===== src/video_defs.svh =====
`ifndef VIDEO_DEFS_SVH
`define VIDEO_DEFS_SVH

//////////////////////////////////////////////////
// Raster geometry
//////////////////////////////////////////////////

// Pixel and line counters, every timing value
`define VID_CNT_W 11

// Bars across one active line
`define VID_NUM_BARS 8

//////////////////////////////////////////////////
// Pixel data and switch input
//////////////////////////////////////////////////

`define VID_COLOR_W 8           // Per channel

// Cycles the synced switch code must hold still
`define VID_DEBOUNCE_CYCLES 16

`endif


===== src/pix_pkg.sv =====
`include "video_defs.svh"

package pix_pkg;

	// Left to right across the line
	typedef enum logic [2:0] {
		BAR_WHITE,
		BAR_YELLOW,
		BAR_CYAN,
		BAR_GREEN,
		BAR_MAGENTA,
		BAR_RED,
		BAR_BLUE,
		BAR_BLACK
	} bar_e;

	typedef struct packed {
		logic [`VID_COLOR_W-1:0] red;
		logic [`VID_COLOR_W-1:0] green;
		logic [`VID_COLOR_W-1:0] blue;
	} rgb_t;

	// Index bits select channel off: bit2 green, bit1 red, bit0 blue
	function automatic rgb_t bar_rgb(input bar_e bar);
		rgb_t px;
		px.red   = {`VID_COLOR_W{~bar[1]}};
		px.green = {`VID_COLOR_W{~bar[2]}};
		px.blue  = {`VID_COLOR_W{~bar[0]}};
		return px;
	endfunction

endpackage


===== src/vid_fmt_pkg.sv =====
`include "video_defs.svh"

package vid_fmt_pkg;

	// Switch codes, same encoding as the board switches
	typedef enum logic [3:0] {
		FMT_VGA    = 4'b0000,
		FMT_SVGA   = 4'b0001,
		FMT_720P   = 4'b0010,
		FMT_XGA    = 4'b0011,
		FMT_SXGA   = 4'b1000,
		FMT_CAMERA = 4'b1001
	} vid_fmt_e;

	// Boundaries are last column / last line of each region
	typedef struct packed {
		logic [`VID_CNT_W-1:0] hsblnk;  // Last active column
		logic [`VID_CNT_W-1:0] hssync;  // Last front porch column
		logic [`VID_CNT_W-1:0] hesync;  // Last sync column
		logic [`VID_CNT_W-1:0] heblnk;  // Last column of line
		logic [`VID_CNT_W-1:0] vsblnk;
		logic [`VID_CNT_W-1:0] vssync;
		logic [`VID_CNT_W-1:0] vesync;
		logic [`VID_CNT_W-1:0] veblnk;
		logic [`VID_CNT_W-1:0] bar_w;   // Pixels per colour bar
		logic                  neg_pol; // Active low sync
	} vid_timing_t;

	localparam logic [`VID_CNT_W-1:0] NUM_BARS = `VID_NUM_BARS;

	// Running sums of active/fp/pulse/bp, minus one
	function automatic vid_timing_t mk_timing(
		input logic [`VID_CNT_W-1:0] hp, hfp, hpw, hbp,
		input logic [`VID_CNT_W-1:0] vl, vfp, vpw, vbp,
		input logic                  neg
	);
		vid_timing_t t;
		t.hsblnk  = hp - 1'b1;
		t.hssync  = t.hsblnk + hfp;
		t.hesync  = t.hssync + hpw;
		t.heblnk  = t.hesync + hbp;
		t.vsblnk  = vl - 1'b1;
		t.vssync  = t.vsblnk + vfp;
		t.vesync  = t.vssync + vpw;
		t.veblnk  = t.vesync + vbp;
		t.bar_w   = hp / NUM_BARS;
		t.neg_pol = neg;
		return t;
	endfunction

	function automatic vid_timing_t fmt_timing(input vid_fmt_e fmt);
		case (fmt)
			FMT_VGA:    return mk_timing(640, 16, 96, 48, 480, 11, 2, 31, 1'b1);
			FMT_SVGA:   return mk_timing(800, 40, 128, 88, 600, 1, 4, 23, 1'b0);
			FMT_XGA:    return mk_timing(1024, 24, 136, 160, 768, 3, 6, 29, 1'b1);
			FMT_SXGA:   return mk_timing(1280, 48, 112, 248, 1024, 1, 3, 38, 1'b0);
			FMT_CAMERA: return mk_timing(1280, 110, 39, 220, 720, 4, 4, 22, 1'b0);
			default:    return mk_timing(1280, 110, 40, 220, 720, 5, 5, 20, 1'b0); // 720p, also unknown codes
		endcase
	endfunction

endpackage


===== src/raster_if.sv =====
`timescale 1ns/100ps
`include "video_defs.svh"

// Raster position and decoded flags, valid every cycle
interface raster_if;

	logic [`VID_CNT_W-1:0] hcount;  // Pixel within line
	logic [`VID_CNT_W-1:0] vcount;  // Line within frame
	logic                  hblnk;
	logic                  vblnk;
	logic                  hsync_raw;   // Active high, before polarity
	logic                  vsync_raw;

	// Timing generator side
	modport src (
		output hcount, vcount, hblnk, vblnk, hsync_raw, vsync_raw
	);

	// Output stage side
	modport snk (
		input hcount, vcount, hblnk, vblnk, hsync_raw, vsync_raw
	);

endinterface


===== src/fmt_select.sv =====
`timescale 1ns/100ps
`include "video_defs.svh"

module fmt_select (
	input  logic                     clk50m_bufg,
	input  logic                     RSTBTN,
	input  logic [3:0]               sw,
	output vid_fmt_pkg::vid_timing_t timing,
	output logic                     restart,
	output vid_fmt_pkg::vid_fmt_e    led
);

	localparam int DEB_W = $clog2(`VID_DEBOUNCE_CYCLES);
	localparam logic [DEB_W-1:0] DEB_LAST = DEB_W'(`VID_DEBOUNCE_CYCLES - 1);

	logic [3:0]       sw_meta;   // First synchronizer stage
	logic [3:0]       sw_sync;
	logic [3:0]       sw_last;   // Code being timed
	logic [DEB_W-1:0] deb_cnt;   // Cycles sw_sync has matched sw_last
	logic             accept;

	//////////////////////////////////////////////////
	// Synchronizer and debounce
	//////////////////////////////////////////////////

	always_ff @(posedge clk50m_bufg) begin
		if (RSTBTN) begin
			sw_meta <= sw;
			sw_sync <= sw;
			sw_last <= sw;
			deb_cnt <= '0;
		end else begin
			sw_meta <= sw;
			sw_sync <= sw_meta;
			if (sw_sync != sw_last) begin
				sw_last <= sw_sync;
				deb_cnt <= DEB_W'(1);   // Change cycle counts as the first
			end else if (deb_cnt != DEB_LAST) begin
				deb_cnt <= deb_cnt + 1'b1;
			end
		end
	end

	// Full window seen, sw_sync still on the same code
	assign accept = (deb_cnt == DEB_LAST) && (sw_sync == sw_last);

	//////////////////////////////////////////////////
	// Active format
	//////////////////////////////////////////////////

	always_ff @(posedge clk50m_bufg) begin
		if (RSTBTN) begin
			led     <= vid_fmt_pkg::vid_fmt_e'(sw);   // Format seen at reset
			timing  <= vid_fmt_pkg::fmt_timing(vid_fmt_pkg::vid_fmt_e'(sw));
			restart <= 1'b0;
		end else begin
			restart <= 1'b0;
			if (accept && (sw_last != led)) begin
				// Raw code kept on led, unknown codes map to 720p timing
				led     <= vid_fmt_pkg::vid_fmt_e'(sw_last);
				timing  <= vid_fmt_pkg::fmt_timing(vid_fmt_pkg::vid_fmt_e'(sw_last));
				restart <= 1'b1;                  // Single pulse per change
			end
		end
	end

endmodule


===== src/raster_timing.sv =====
`timescale 1ns/100ps
`include "video_defs.svh"

module raster_timing (
	input  logic                     clk50m_bufg,
	input  logic                     RSTBTN,
	input  vid_fmt_pkg::vid_timing_t timing,
	input  logic                     restart,
	raster_if.src                    ras
);

	logic [`VID_CNT_W-1:0] hcnt;
	logic [`VID_CNT_W-1:0] vcnt;
	logic                  line_end;
	logic                  frame_end;

	// Compare with >= so a shorter format never runs past its limit
	assign line_end  = (hcnt >= timing.heblnk);
	assign frame_end = (vcnt >= timing.veblnk);

	//////////////////////////////////////////////////
	// Pixel and line counters
	//////////////////////////////////////////////////

	always_ff @(posedge clk50m_bufg) begin
		if (RSTBTN || restart) begin
			hcnt <= '0;                 // New format starts at top left
			vcnt <= '0;
		end else if (line_end) begin
			hcnt <= '0;
			vcnt <= frame_end ? '0 : vcnt + 1'b1;
		end else begin
			hcnt <= hcnt + 1'b1;
		end
	end

	assign ras.hcount = hcnt;
	assign ras.vcount = vcnt;

	//////////////////////////////////////////////////
	// Blank and sync decode
	//////////////////////////////////////////////////

	// Past the last active column / line
	assign ras.hblnk = (hcnt > timing.hsblnk);
	assign ras.vblnk = (vcnt > timing.vsblnk);

	// Between end of front porch and last sync position
	assign ras.hsync_raw = (hcnt > timing.hssync) && (hcnt <= timing.hesync);
	assign ras.vsync_raw = (vcnt > timing.vssync) && (vcnt <= timing.vesync);

endmodule


===== src/video_out.sv =====
`timescale 1ns/100ps
`include "video_defs.svh"

module video_out (
	input  logic                    clk50m_bufg,
	input  logic                    RSTBTN,
	raster_if.snk                   ras,
	input  logic                    neg_pol,
	input  logic [`VID_CNT_W-1:0]   bar_w,
	output logic                    hsync,
	output logic                    vsync,
	output logic                    de,
	output logic [`VID_COLOR_W-1:0] red,
	output logic [`VID_COLOR_W-1:0] green,
	output logic [`VID_COLOR_W-1:0] blue
);

	logic [`VID_CNT_W-1:0] bar_pix;     // Pixels into current bar
	logic [`VID_CNT_W-1:0] cur_pix;
	pix_pkg::bar_e         bar_idx;
	pix_pkg::bar_e         cur_idx;
	logic                  active;
	logic                  hs_q;
	logic                  vs_q;
	logic                  de_q;
	pix_pkg::rgb_t         rgb_q;

	assign active = !ras.hblnk && !ras.vblnk;

	// Column 0 always opens on white, also right after a restart
	assign cur_pix = (ras.hcount == '0) ? '0 : bar_pix;
	assign cur_idx = (ras.hcount == '0) ? pix_pkg::BAR_WHITE : bar_idx;

	always_ff @(posedge clk50m_bufg) begin
		if (RSTBTN || ras.hblnk) begin
			bar_pix <= '0;
			bar_idx <= pix_pkg::BAR_WHITE;
		end else if (cur_pix == bar_w - 1'b1) begin
			bar_pix <= '0;                               // Next bar
			bar_idx <= pix_pkg::bar_e'(cur_idx + 3'd1);
		end else begin
			bar_pix <= cur_pix + 1'b1;
			bar_idx <= cur_idx;
		end
	end

	//////////////////////////////////////////////////
	// Two stage output pipe
	//////////////////////////////////////////////////

	always_ff @(posedge clk50m_bufg) begin
		if (RSTBTN) begin
			hs_q  <= neg_pol;                  // Inactive level
			vs_q  <= neg_pol;
			de_q  <= 1'b0;
			rgb_q <= '0;
			hsync <= neg_pol;
			vsync <= neg_pol;
			de    <= 1'b0;
			{red, green, blue} <= '0;
		end else begin
			hs_q  <= ras.hsync_raw ^ neg_pol;  // Stage one
			vs_q  <= ras.vsync_raw ^ neg_pol;
			de_q  <= active;
			rgb_q <= active ? pix_pkg::bar_rgb(cur_idx) : '0;
			hsync <= hs_q;                     // Stage two, onto the ports
			vsync <= vs_q;
			de    <= de_q;
			{red, green, blue} <= rgb_q;
		end
	end

endmodule


===== src/video_top.sv =====
`timescale 1ns/100ps
`include "video_defs.svh"

module video_top (
	input  logic                    clk50m_bufg,
	input  logic                    RSTBTN,
	input  logic [3:0]              sw,
	output logic                    hsync,
	output logic                    vsync,
	output logic                    de,
	output logic [`VID_COLOR_W-1:0] red,
	output logic [`VID_COLOR_W-1:0] green,
	output logic [`VID_COLOR_W-1:0] blue,
	output logic [3:0]              led
);

	vid_fmt_pkg::vid_timing_t timing;    // Active format limits
	logic                     restart;   // Format change pulse

	raster_if u_ras ();

	// Switches to format and timing record
	fmt_select u_fmt_select (
		.clk50m_bufg (clk50m_bufg),
		.RSTBTN      (RSTBTN),
		.sw          (sw),
		.timing      (timing),
		.restart     (restart),
		.led         (led)
	);

	raster_timing u_raster_timing (
		.clk50m_bufg (clk50m_bufg),
		.RSTBTN      (RSTBTN),
		.timing      (timing),
		.restart     (restart),
		.ras         (u_ras.src)
	);

	// Polarity, colour bars, two cycle alignment
	video_out u_video_out (
		.clk50m_bufg (clk50m_bufg),
		.RSTBTN      (RSTBTN),
		.ras         (u_ras.snk),
		.neg_pol     (timing.neg_pol),
		.bar_w       (timing.bar_w),
		.hsync       (hsync),
		.vsync       (vsync),
		.de          (de),
		.red         (red),
		.green       (green),
		.blue        (blue)
	);

endmodule


===== config.mk =====
export PLATFORM = sky130hd
export DESIGN_NAME = video_top
export DESIGN_NICKNAME = d
export VERILOG_FILES = /design/src/pix_pkg.sv /design/src/vid_fmt_pkg.sv /design/src/raster_if.sv /design/src/fmt_select.sv /design/src/raster_timing.sv /design/src/video_out.sv /design/src/video_top.sv
export VERILOG_INCLUDE_DIRS = /design/src /design/src/src
export SDC_FILE = /design/constraint.sdc
export NUM_CORES = 1
export LEC_CHECK = 0
export BUFFER_PORTS_ARGS = -buffer_cell sky130_fd_sc_hd__buf_2
export CAP_MARGIN = 20
export CORE_ASPECT_RATIO = 1.1
export CORE_UTILIZATION = 65
export DETAILED_ROUTE_END_ITERATION = 16
export PLACE_DENSITY = 0.81
export SYNTH_ARGS = -nofsm -noshare
export SYNTH_HDL_FRONTEND = slang
export SYNTH_SLANG_ARGS = --single-unit

===== constraint.sdc =====
create_clock -name clk50m_bufg -period 7.58 [get_ports clk50m_bufg]
set_input_delay 0 -clock clk50m_bufg [delete_from_list [all_inputs] [get_ports clk50m_bufg]]
set_output_delay 0 -clock clk50m_bufg [all_outputs]
set_load 0.01 [all_outputs]

* Yosys cells after proc, flatten, opt, wreduce, memory -nomap -nowiden
Index checks and enable logic that the tools add are counted.
Word-level totals: output and inout bits 31, bits of input ports 6, bits in registers 169, logic and storage cells 106
Cells by class: add/subtract/negate cells 6, bitwise operators 6, multiplexer cells 20, magnitude comparators 8, equal/unequal tests 14, reductions and logical operators 19
Operators by type and width (count):
- 100-bit one-hot mux with 5 select lines | 2
- 100-bit 2-to-1 mux | 2
- 11-bit greater-than comparator | 4
- 11-bit by 1-bit adder with 11-bit output (second input constant) | 3
- 11-bit greater-or-equal comparator | 2
- 11-bit <= comparator | 2
- 11-bit 2-to-1 mux | 2
- 4-bit == test (second input constant) | 5
- 4-bit 2-to-1 mux | 5
- 11-bit == test | 1
- 11-bit logical NOT | 1
- 11-bit by 1-bit subtractor with 11-bit output (second input constant) | 1
- 4-bit by 1-bit == test with 1-bit output (second input constant) | 2
- 4-bit by 2-bit == test with 1-bit output (second input constant) | 2
- 4-bit logical NOT | 2
- 4-bit != test | 2
- 2-bit OR reduction | 4
- 1-bit 2-to-1 mux | 7
- 3-bit 2-to-1 mux | 2
- 2-bit nonzero test | 3
- 1-bit logical AND | 5
- 4-bit by 1-bit adder with 4-bit output (second input constant) | 1
- 4-bit == test | 1
- 4-bit != test (second input constant) | 1
- other kinds (5) | 11

* Longest topological paths before layout
Gate-level depths: netlist of run 1.
depth after elaboration 5, depth in mapped cells 12, depth with buffers taken out 11

* Cells and area by module
Synthesis of run 1 repeated with hierarchy kept, for this count alone.
Unflattened totals: cells, all modules 855, area, all modules 7658.6 um^2
By module, submodules not included:
- raster_timing | instances 1, seq. area each 440.4 um^2, cells each 409, area an instance 3221.8 um^2
- fmt_select | instances 1, seq. area each 1461.4 um^2, cells each 258, area an instance 2820.2 um^2
- video_out | instances 1, seq. area each 520.5 um^2, cells each 188, area an instance 1616.6 um^2

* Worst setup path after synthesis of run 1
Ideal clock, no wire load.
kind reg-to-reg, from register u_fmt_select.sw_last[1], to register u_fmt_select.led[0] (enable), data arrival time 2.108 ns, buffers on the path 1, setup slack 5.073 ns, period minus slack after synthesis 2.507 ns, data required time 7.181 ns, stages on the path, launching flop included 6, library setup time 0.399 ns, cell sequence edfxtp_1 clkbuf_1 xor2_1 nor4_1 nand2_1 nand2b_1
Between the ends: cells in the longest elaborated chain, start to end 4, elaborated cells between the ends (all ways) 5, classes of those cells eq/ne (2); reduce/logical (3)
RTL lines:
- from (decl) | line fmt_select.sv:18 | logic [3:0] sw_last;
- from (signal assigned) | line fmt_select.sv:30 | sw_last <= sw;
- from (signal assigned) | line fmt_select.sv:36 | sw_last <= sw_sync;
- 4-bit == test | line fmt_select.sv:45 | assign accept = (deb_cnt == DEB_LAST) && (sw_sync == sw_last);
- 1-bit logical AND | line fmt_select.sv:45
- 1-bit logical AND * | line fmt_select.sv:58 | if (accept && (sw_last != led)) begin
- 2-bit nonzero test (no source line) *
- to (signal assigned) | line fmt_select.sv:53 | led <= vid_fmt_pkg::vid_fmt_e'(sw);
- to (signal assigned) | line fmt_select.sv:60 | led <= vid_fmt_pkg::vid_fmt_e'(sw_last);
- to (decl) | line fmt_select.sv:10 | output vid_fmt_pkg::vid_fmt_e led
Every way passes the cells marked *; elsewhere a longest branch is shown, timed or not. A chain may end at the register's enable or synchronous reset.

* Worst setup path in the final report of run 1
from register u_raster_timing.hcnt[0] (netlist: u_raster_timing.ras.hcount[0]), to register u_video_out.bar_pix[3]
Between the ends: cells in the longest elaborated chain, start to end 4, elaborated cells between the ends (all ways) 7, classes of those cells add/sub (1); order compare (1); eq/ne (1); mux (1); reduce/logical (3)
RTL lines:
- from (decl) | line raster_timing.sv:12 | logic [`VID_CNT_W-1:0] hcnt;
- from (signal assigned) | line raster_timing.sv:33 | hcnt <= hcnt + 1'b1;
- branches (longest 4 deep; another with 11-bit by 1-bit adder with 11-bit output)
- to (signal assigned) | line video_out.sv:42 | bar_pix <= cur_pix + 1'b1;
- to (decl) | line video_out.sv:18 | logic [`VID_CNT_W-1:0] bar_pix;
Several ways; the timed one is not identified.

==> flow_metrics.tcl, run 1 <==
set metrics [dict create \
    drv_cap 0 \
    synth-seq-area-share_pct 39.5 \
    fin_crit_ns 2.73 \
    diodes 0 \
    maxSlewHeadroom_pct 51.1 \
    hp-start "RSTBTN" \
    p_leak_nw 2.89 \
    layout_common_cells "inv_1 (73), ha_1 (65), dfxtp_1 (61)" \
    gp_congestion 0.868 \
    period_share_pct 36.0 \
    holdWs_ns 0.186 \
    cp_max_fo 10 \
    dp_hpwl_um 9960 \
    drt_iter0_markers 315 \
    cts_setup_buffers 0 \
    async_flop_share_pct 0 \
    start_util_pct 68.0 \
    cp-start-kind "register" \
    grt_max_degree 42 \
    num_rows 36 \
    hold_viol 0 \
    power_density_nw_per_um2 173 \
    r2r_start "u_raster_timing.ras.hcount[0]" \
    cts.path.max_buffers 2 \
    maxSlewViolCount 0 \
    r2r_end "u_video_out.bar_pix[3]" \
    placeableCoreArea_um2 9010 \
    critPathKind "reg -> reg" \
    io_buffers 36 \
    drc_errors 0 \
    fin_setup_tns_ns 0 \
    syn_avg_cell_area_um2 9.56 \
    numCtsBuffers 9 \
    synth_fp_nets 712 \
    syn-cell-area_um2 6130 \
    die_w_um 94.6 \
    synth_enable_flop_cells 40 \
    pre_cts_ws_ns 4.91 \
    hold_depth 2 \
    tightest_slew_ns 0.733 \
    synth-seq-cells 101 \
    startpoint "u_raster_timing.ras.hcount[0]" \
    reg2reg_depth 9 \
    finClkSkew_ns 0.0169 \
    worst-r2r-setup-slack_ns 4.85 \
    final_common_cell "inv_1" \
    cts_sinks 101 \
    synth-main-ff-cell "dfxtp_1" \
    postPlaceCellArea_um2 6210 \
    grt_usage_pct 28.3 \
    setup_viol 0 \
    arrival_ns 2.97 \
    max_freq_mhz 366 \
    end_kind "register" \
    htreeDepth 3 \
    clk_pin_slew_ns 0.10 \
    drive_gt1_share_pct 11.8 \
    grt_pass1_wl_um 21500 \
    final_area_um2 6440 \
    first_pass_iters 5 \
    min_path_type "in -> reg" \
    hold_path_end "u_video_out.de" \
    dieArea_um2 9820 \
    wirelength_um 13200 \
    layout_setup_ws_ns 4.85 \
    grt_overflow_total 0 \
    via_per_inst 6.14 \
    syn_inst 641 \
    cts_tree "built" \
    pin_count 37 \
    cp.required_ns 7.82 \
    clkLatencyLatePin_ns 0.38 \
    power_mw 1.12 \
    syn2layout_area_growth_pct 5.13 \
    synth_cell_types 67 \
    rsz0062_at_grt "false" \
    grt_pass1_vias 4622 \
    ir_worst_vdd_mv 0.117 \
    fin_nets 725 \
    status "completed" \
    ys_warn_count 0 \
    wl_per_cell_um 17.0 \
    antenna_found_initial 0 \
    ant_nets 0 \
    clockRootBuffer "clkbuf_8" \
    vias 4749 \
    die-height_um 104 \
]
==> Yosys cell counts, types with 5 or more instances <==
library cell | n | area share [%]
and3_1 | 9 | 0.92
buf_2 | 5 | 0.41
a21oi_1 | 28 | 2.3
xor2_1 | 17 | 2.4
or3_1 | 10 | 1.0
mux2i_1 | 6 | 0.98
clkbuf_1 | 12 | 0.74
nor2_1 | 31 | 1.9
xnor2_1 | 17 | 2.4
nand4_1 | 10 | 1.0
a41oi_1 | 5 | 0.71
a31oi_1 | 7 | 0.71
and2_1 | 7 | 0.71
nor2b_1 | 7 | 0.71
inv_1 | 73 | 4.5
nor4_2 | 8 | 1.6
a21o_1 | 15 | 1.8
dfxtp_1 | 61 | 20
ha_1 | 65 | 13
nand3_1 | 20 | 1.6
nor4_1 | 7 | 0.71
buf_4 | 22 | 2.7
edfxtp_1 | 40 | 20
o21ai_0 | 34 | 2.8
nand2_1 | 41 | 2.5
nor3_1 | 9 | 0.74
nand2b_1 | 10 | 1.0
==> where the power goes <==
group	internal [mW]	total, mW	leakage [nW]	switching, mW
combinational	0.0606	0.158	1.91	0.0975
sequential	0.599	0.624	0.882	0.0253
clock	0.128	0.334	0.0984	0.206
total	0.787	1.12	2.89	0.329
==> per-stage QoR <==
step	std cells	utilization, %
5_1_grt	773	71.5
3_5_place_dp	753	69.0
2_1_floorplan	641	-
4_1_cts	773	71.5
6_report	773	71.5
3_3_place_gp	753	69.0
==> critical path, cell delays in order (launching register included) <==
cell and delay (ns):
dfxtp_1 0.37, inv_1 0.10, ha_1 0.16, nor4b_2 0.36, and3_1 0.60, a21oi_1 0.09, nand3b_4 0.20, nor4_2 0.36
buf_4 0.28, nor4_1 0.07
==> state kept, by name, indices dropped and copies added (netlist names) <==
| name | count |
|---|---|
| u_fmt_select.deb_cnt | 4 |
| u_fmt_select.sw_last | 4 |
| u_video_out.green | 1 |
| u_video_out.rgb_q | 3 |
| u_video_out.de_q | 1 |
| u_video_out.bar_idx | 3 |
| u_video_out.vsync | 1 |
| u_fmt_select.sw_meta | 4 |
| u_fmt_select.sw_sync | 4 |
| u_raster_timing.ras.hcount | 11 |
| u_video_out.bar_pix | 11 |
| u_video_out.hs_q | 1 |
| u_video_out.de | 1 |
| u_fmt_select.restart | 1 |
| u_video_out.hsync | 1 |
| u_fmt_select.led | 4 |
| u_video_out.red | 1 |
| u_raster_timing.ras.vcount | 11 |
| u_video_out.vs_q | 1 |
| u_fmt_select.timing | 32 |
| u_video_out.blue | 1 |
==> layout make-up <==
class / count / area (um2)
Multi-Input combinational cell: 426 / 3170
Fill cell: 667 / 2570
Sequential cell: 101 / 2420
Inverter: 73 / 274
Timing Repair Buffer: 43 / 243
Tap cell: 114 / 143
Clock buffer: 9 / 124
Clock inverter: 7 / 62.6
==> repair_timing <==
| item | 4_1_cts | 5_1_grt |
|---|---|---|
| setup endpoints to repair | 0 | 0 |
| hold buffers | 4 | 0 |
| resized for setup | 0 | 0 |
| endpoints found under the hold margin | 5 | 0 |
==> routing by layer <==
metal	part of all wire [%]	vias up	GRT usage [%]	wire [um]
li1	-	2298	-	-
met1	41	2199	34.8	5430
met2	48	202	46.0	6300
met3	6.4	50	5.14	840
met4	4.6	0	16.5	601
met5	0	-	0	0
==> cells by family after synthesis <==
group | after synthesis | synth area share, %
AND/OR/NAND/NOR | 189 | 18.0
AO/OA/AOI/OAI | 131 | 14.2
buffers and inverters | 114 | 8.68
flip-flops | 101 | 39.5
adder cells (fa/ha/maj) | 65 | 13.3
XOR/XNOR | 35 | 5.31
multiplexers | 6 | 0.980
==> how the worst max path moves through the flow <==
stage / endpoint / slack (ns) / cells past startpoint
after floorplan: u_fmt_select.led[0] / 5.07 / 5
after global placement: u_video_out.bar_pix[3] / 5.03 / 9
after detailed placement: u_video_out.bar_pix[3] / 4.91 / 9
after CTS: u_video_out.bar_pix[3] / 4.88 / 9
after global routing: u_video_out.bar_pix[3] / 4.64 / 9
final: u_video_out.bar_pix[3] / 4.85 / 9
Note: power is estimated with default switching activity, not from simulation.
==> run 2, diff against run 1 <==
Settings changed: CORE_UTILIZATION 65 to 56, PLACE_DENSITY 0.81 to 0.74.
Clock period 7.58 ns to 2.5 ns, I/O delays scaled along.
==> run 2 against run 1 <==
Against the previous run: die area up 16%; clock-buffer cell count is 2 higher; sequential power rose to 3.0 times the previous value; clock skew fell by 0.0074 ns; wire length up 1.2%; highest routed layer unchanged; sequential cell count unchanged; final cell count grew 5.7%; worst hold slack got worse by 0.089 ns; register-to-register slack lost 4.7 ns; setup slack worse by 4.7 ns.
==> flow_metrics.tcl, run 2 (synthesis gave the netlist of run 1 again) <==
set metrics [dict create \
    status "completed" \
    layout_common_cells "inv_1 (73), ha_1 (65), dfxtp_1 (60)" \
    numCtsBuffers 9 \
    vias 4744 \
    clkLatencyLatePin_ns 0.35 \
    dieArea_um2 11400 \
    drt_iter0_markers 252 \
    drv_cap 0 \
    min_path_type "in -> reg" \
    final_area_um2 6740 \
    cts_setup_buffers 0 \
    max_stage_delay_ns 0.50 \
    largest_reg_flops 32 \
    pin_count 37 \
    p_sw_share_pct 26.0 \
    p_int_mw 2.81 \
    cts_tree "built" \
    multi_input_area_um2 3200 \
    final_core_util_pct 64.2 \
    grt_pass1_wl_um 21900 \
    critPathKind "reg -> reg" \
    antenna_found_initial 0 \
    finClkSkew_ns 0.00949 \
    diodes 0 \
    first_pass_iters 5 \
    grt_pass1_vias 4603 \
    r2r_end "u_video_out.hs_q" \
    cp.required_ns 2.77 \
    maxSlewViolCount 0 \
    cp_max_fo 5 \
    cts_sinks 101 \
    slowest_stage "a211oi_1" \
    grt_usage_pct 25.1 \
    end_kind "register" \
    grt_overflow_total 0 \
    dp.cells 797 \
    critPathCapture "u_video_out.hs_q" \
    top_register "u_fmt_select.timing" \
    startpoint "u_fmt_select.timing[71]" \
    reg2reg_depth 6 \
    max_freq_mhz 419 \
    die_w_um 102 \
    final_common_cell "inv_1" \
    clk_pin_slew_ns 0.07 \
    nFillCells 822 \
    via_per_inst 5.81 \
    placeableCoreArea_um2 10500 \
    clockRootBuffer "clkbuf_16" \
    htreeDepth 3 \
    ant_nets 0 \
    fin_nets 740 \
    wirelength_um 13300 \
    setup_viol 0 \
    power_density_nw_per_um2 563 \
    rsz0062_at_grt "false" \
    maxSlewHeadroom_pct 60.8 \
    grt_max_degree 33 \
    layout_setup_ws_ns 0.113 \
    num_rows 39 \
    pre_cts_ws_ns 0.122 \
    start_util_pct 58.4 \
    fin_crit_ns 2.39 \
    syn2layout_area_growth_pct 9.97 \
    drc_errors 0 \
    fin_setup_tns_ns 0 \
    seq_power_share_pct 49.3 \
    p_leak_nw 3.03 \
    tightest_slew_ns 0.585 \
    period_share_pct 95.5 \
    wl_per_cell_um 16.3 \
    cp-start-kind "register" \
    gp_congestion 0.943 \
    worst-r2r-setup-slack_ns 0.11 \
    fin_cells 817 \
    postPlaceCellArea_um2 6380 \
    cts.path.max_buffers 2 \
    p_switching_mw 0.987 \
    dp_hpwl_um 10100 \
    drive_gt1_share_pct 14.2 \
    hold_viol 0 \
    io_buffers 36 \
    ir_worst_vdd_mv 0.353 \
    path_cells "inv_1, ha_1, a211oi_1, o21ai_0, a311o_1, o211ai_1" \
    r2r_start "u_fmt_select.timing[71]" \
    arrival_ns 2.66 \
    seqCellArea_um2 2420 \
    die-height_um 112 \
    pwr-share-comb_pct 13.8 \
    clockPowerShare_pct 36.9 \
]
## run 2: cell types whose count changed in the layout (fill, tap and decap cells not counted), sizes merged
cell      delta
inv          -3
clkinv       -1
clkbuf       +2
buf         +15
bufinv       +1
clkinvlp     +1
## run 2: worst min path at each step
stage	start	end	cells after the start	slack, ns
6_report	RSTBTN	u_fmt_select.restart	2	0.1
5_1_grt	RSTBTN	u_fmt_select.restart	2	0.11
4_1_cts	RSTBTN	u_fmt_select.restart	2	0.09
3_5_place_dp	sw[2]	u_fmt_select.sw_meta[2]	1	0.22
3_3_place_gp	sw[2]	u_fmt_select.sw_meta[2]	1	0.21
2_1_floorplan	sw[0]	u_fmt_select.sw_meta[0]	0	0.03
## run 2: repair_timing
action / in CTS / in global routing
setup endpoints to repair: 0 / 18
resized for setup: 0 / 5
hold endpoints to repair: 4 / 0
hold buffers: 4 / 0
## run 2: power groups by stage
stage	Clock (mW)	Combinational [mW]	Sequential (mW)
floorplan	0	0.383	1.89
detailed placement	0	0.508	1.91
global route	1.49	0.580	1.88
global placement	0	0.491	1.90
CTS	1.42	0.517	1.87
finish	1.40	0.523	1.87
## run 2: layer usage
metal  wire [um]  up-vias  GRT usage, %
met3         676       32          4.58
met5           0        -             0
met2        6470      159          41.2
li1            -     2326             -
met4         434        0          12.9
met1        5750     2227          31.3
## run 2: stage by stage
stage	hold WS [ns]	power [mW]
2_1_floorplan	0.0277	2.28
3_3_place_gp	0.215	2.40
3_5_place_dp	0.216	2.42
4_1_cts	0.0884	3.81
5_1_grt	0.112	3.95
6_report	0.0964	3.79
## run 2: area by class of cell
cell class / instances / area share [%]
Multi-Input combinational cell: 426 / 47.5
Sequential cell: 101 / 36.0
Inverter: 73 / 4.07
Clock buffer: 11 / 3.45
Clock inverter: 5 / 0.910
Tap cell: 143 / 2.66
Timing Repair Buffer: 58 / 5.46
## run 2: critical path, delay by kind of cell (launching register included)
kind                     cells  cell delay [ns]
buffers and inverters        1             0.26
AO/OA/AOI/OAI                4             1.26
flip-flops                   1             0.47
adder cells (fa/ha/maj)      1             0.32
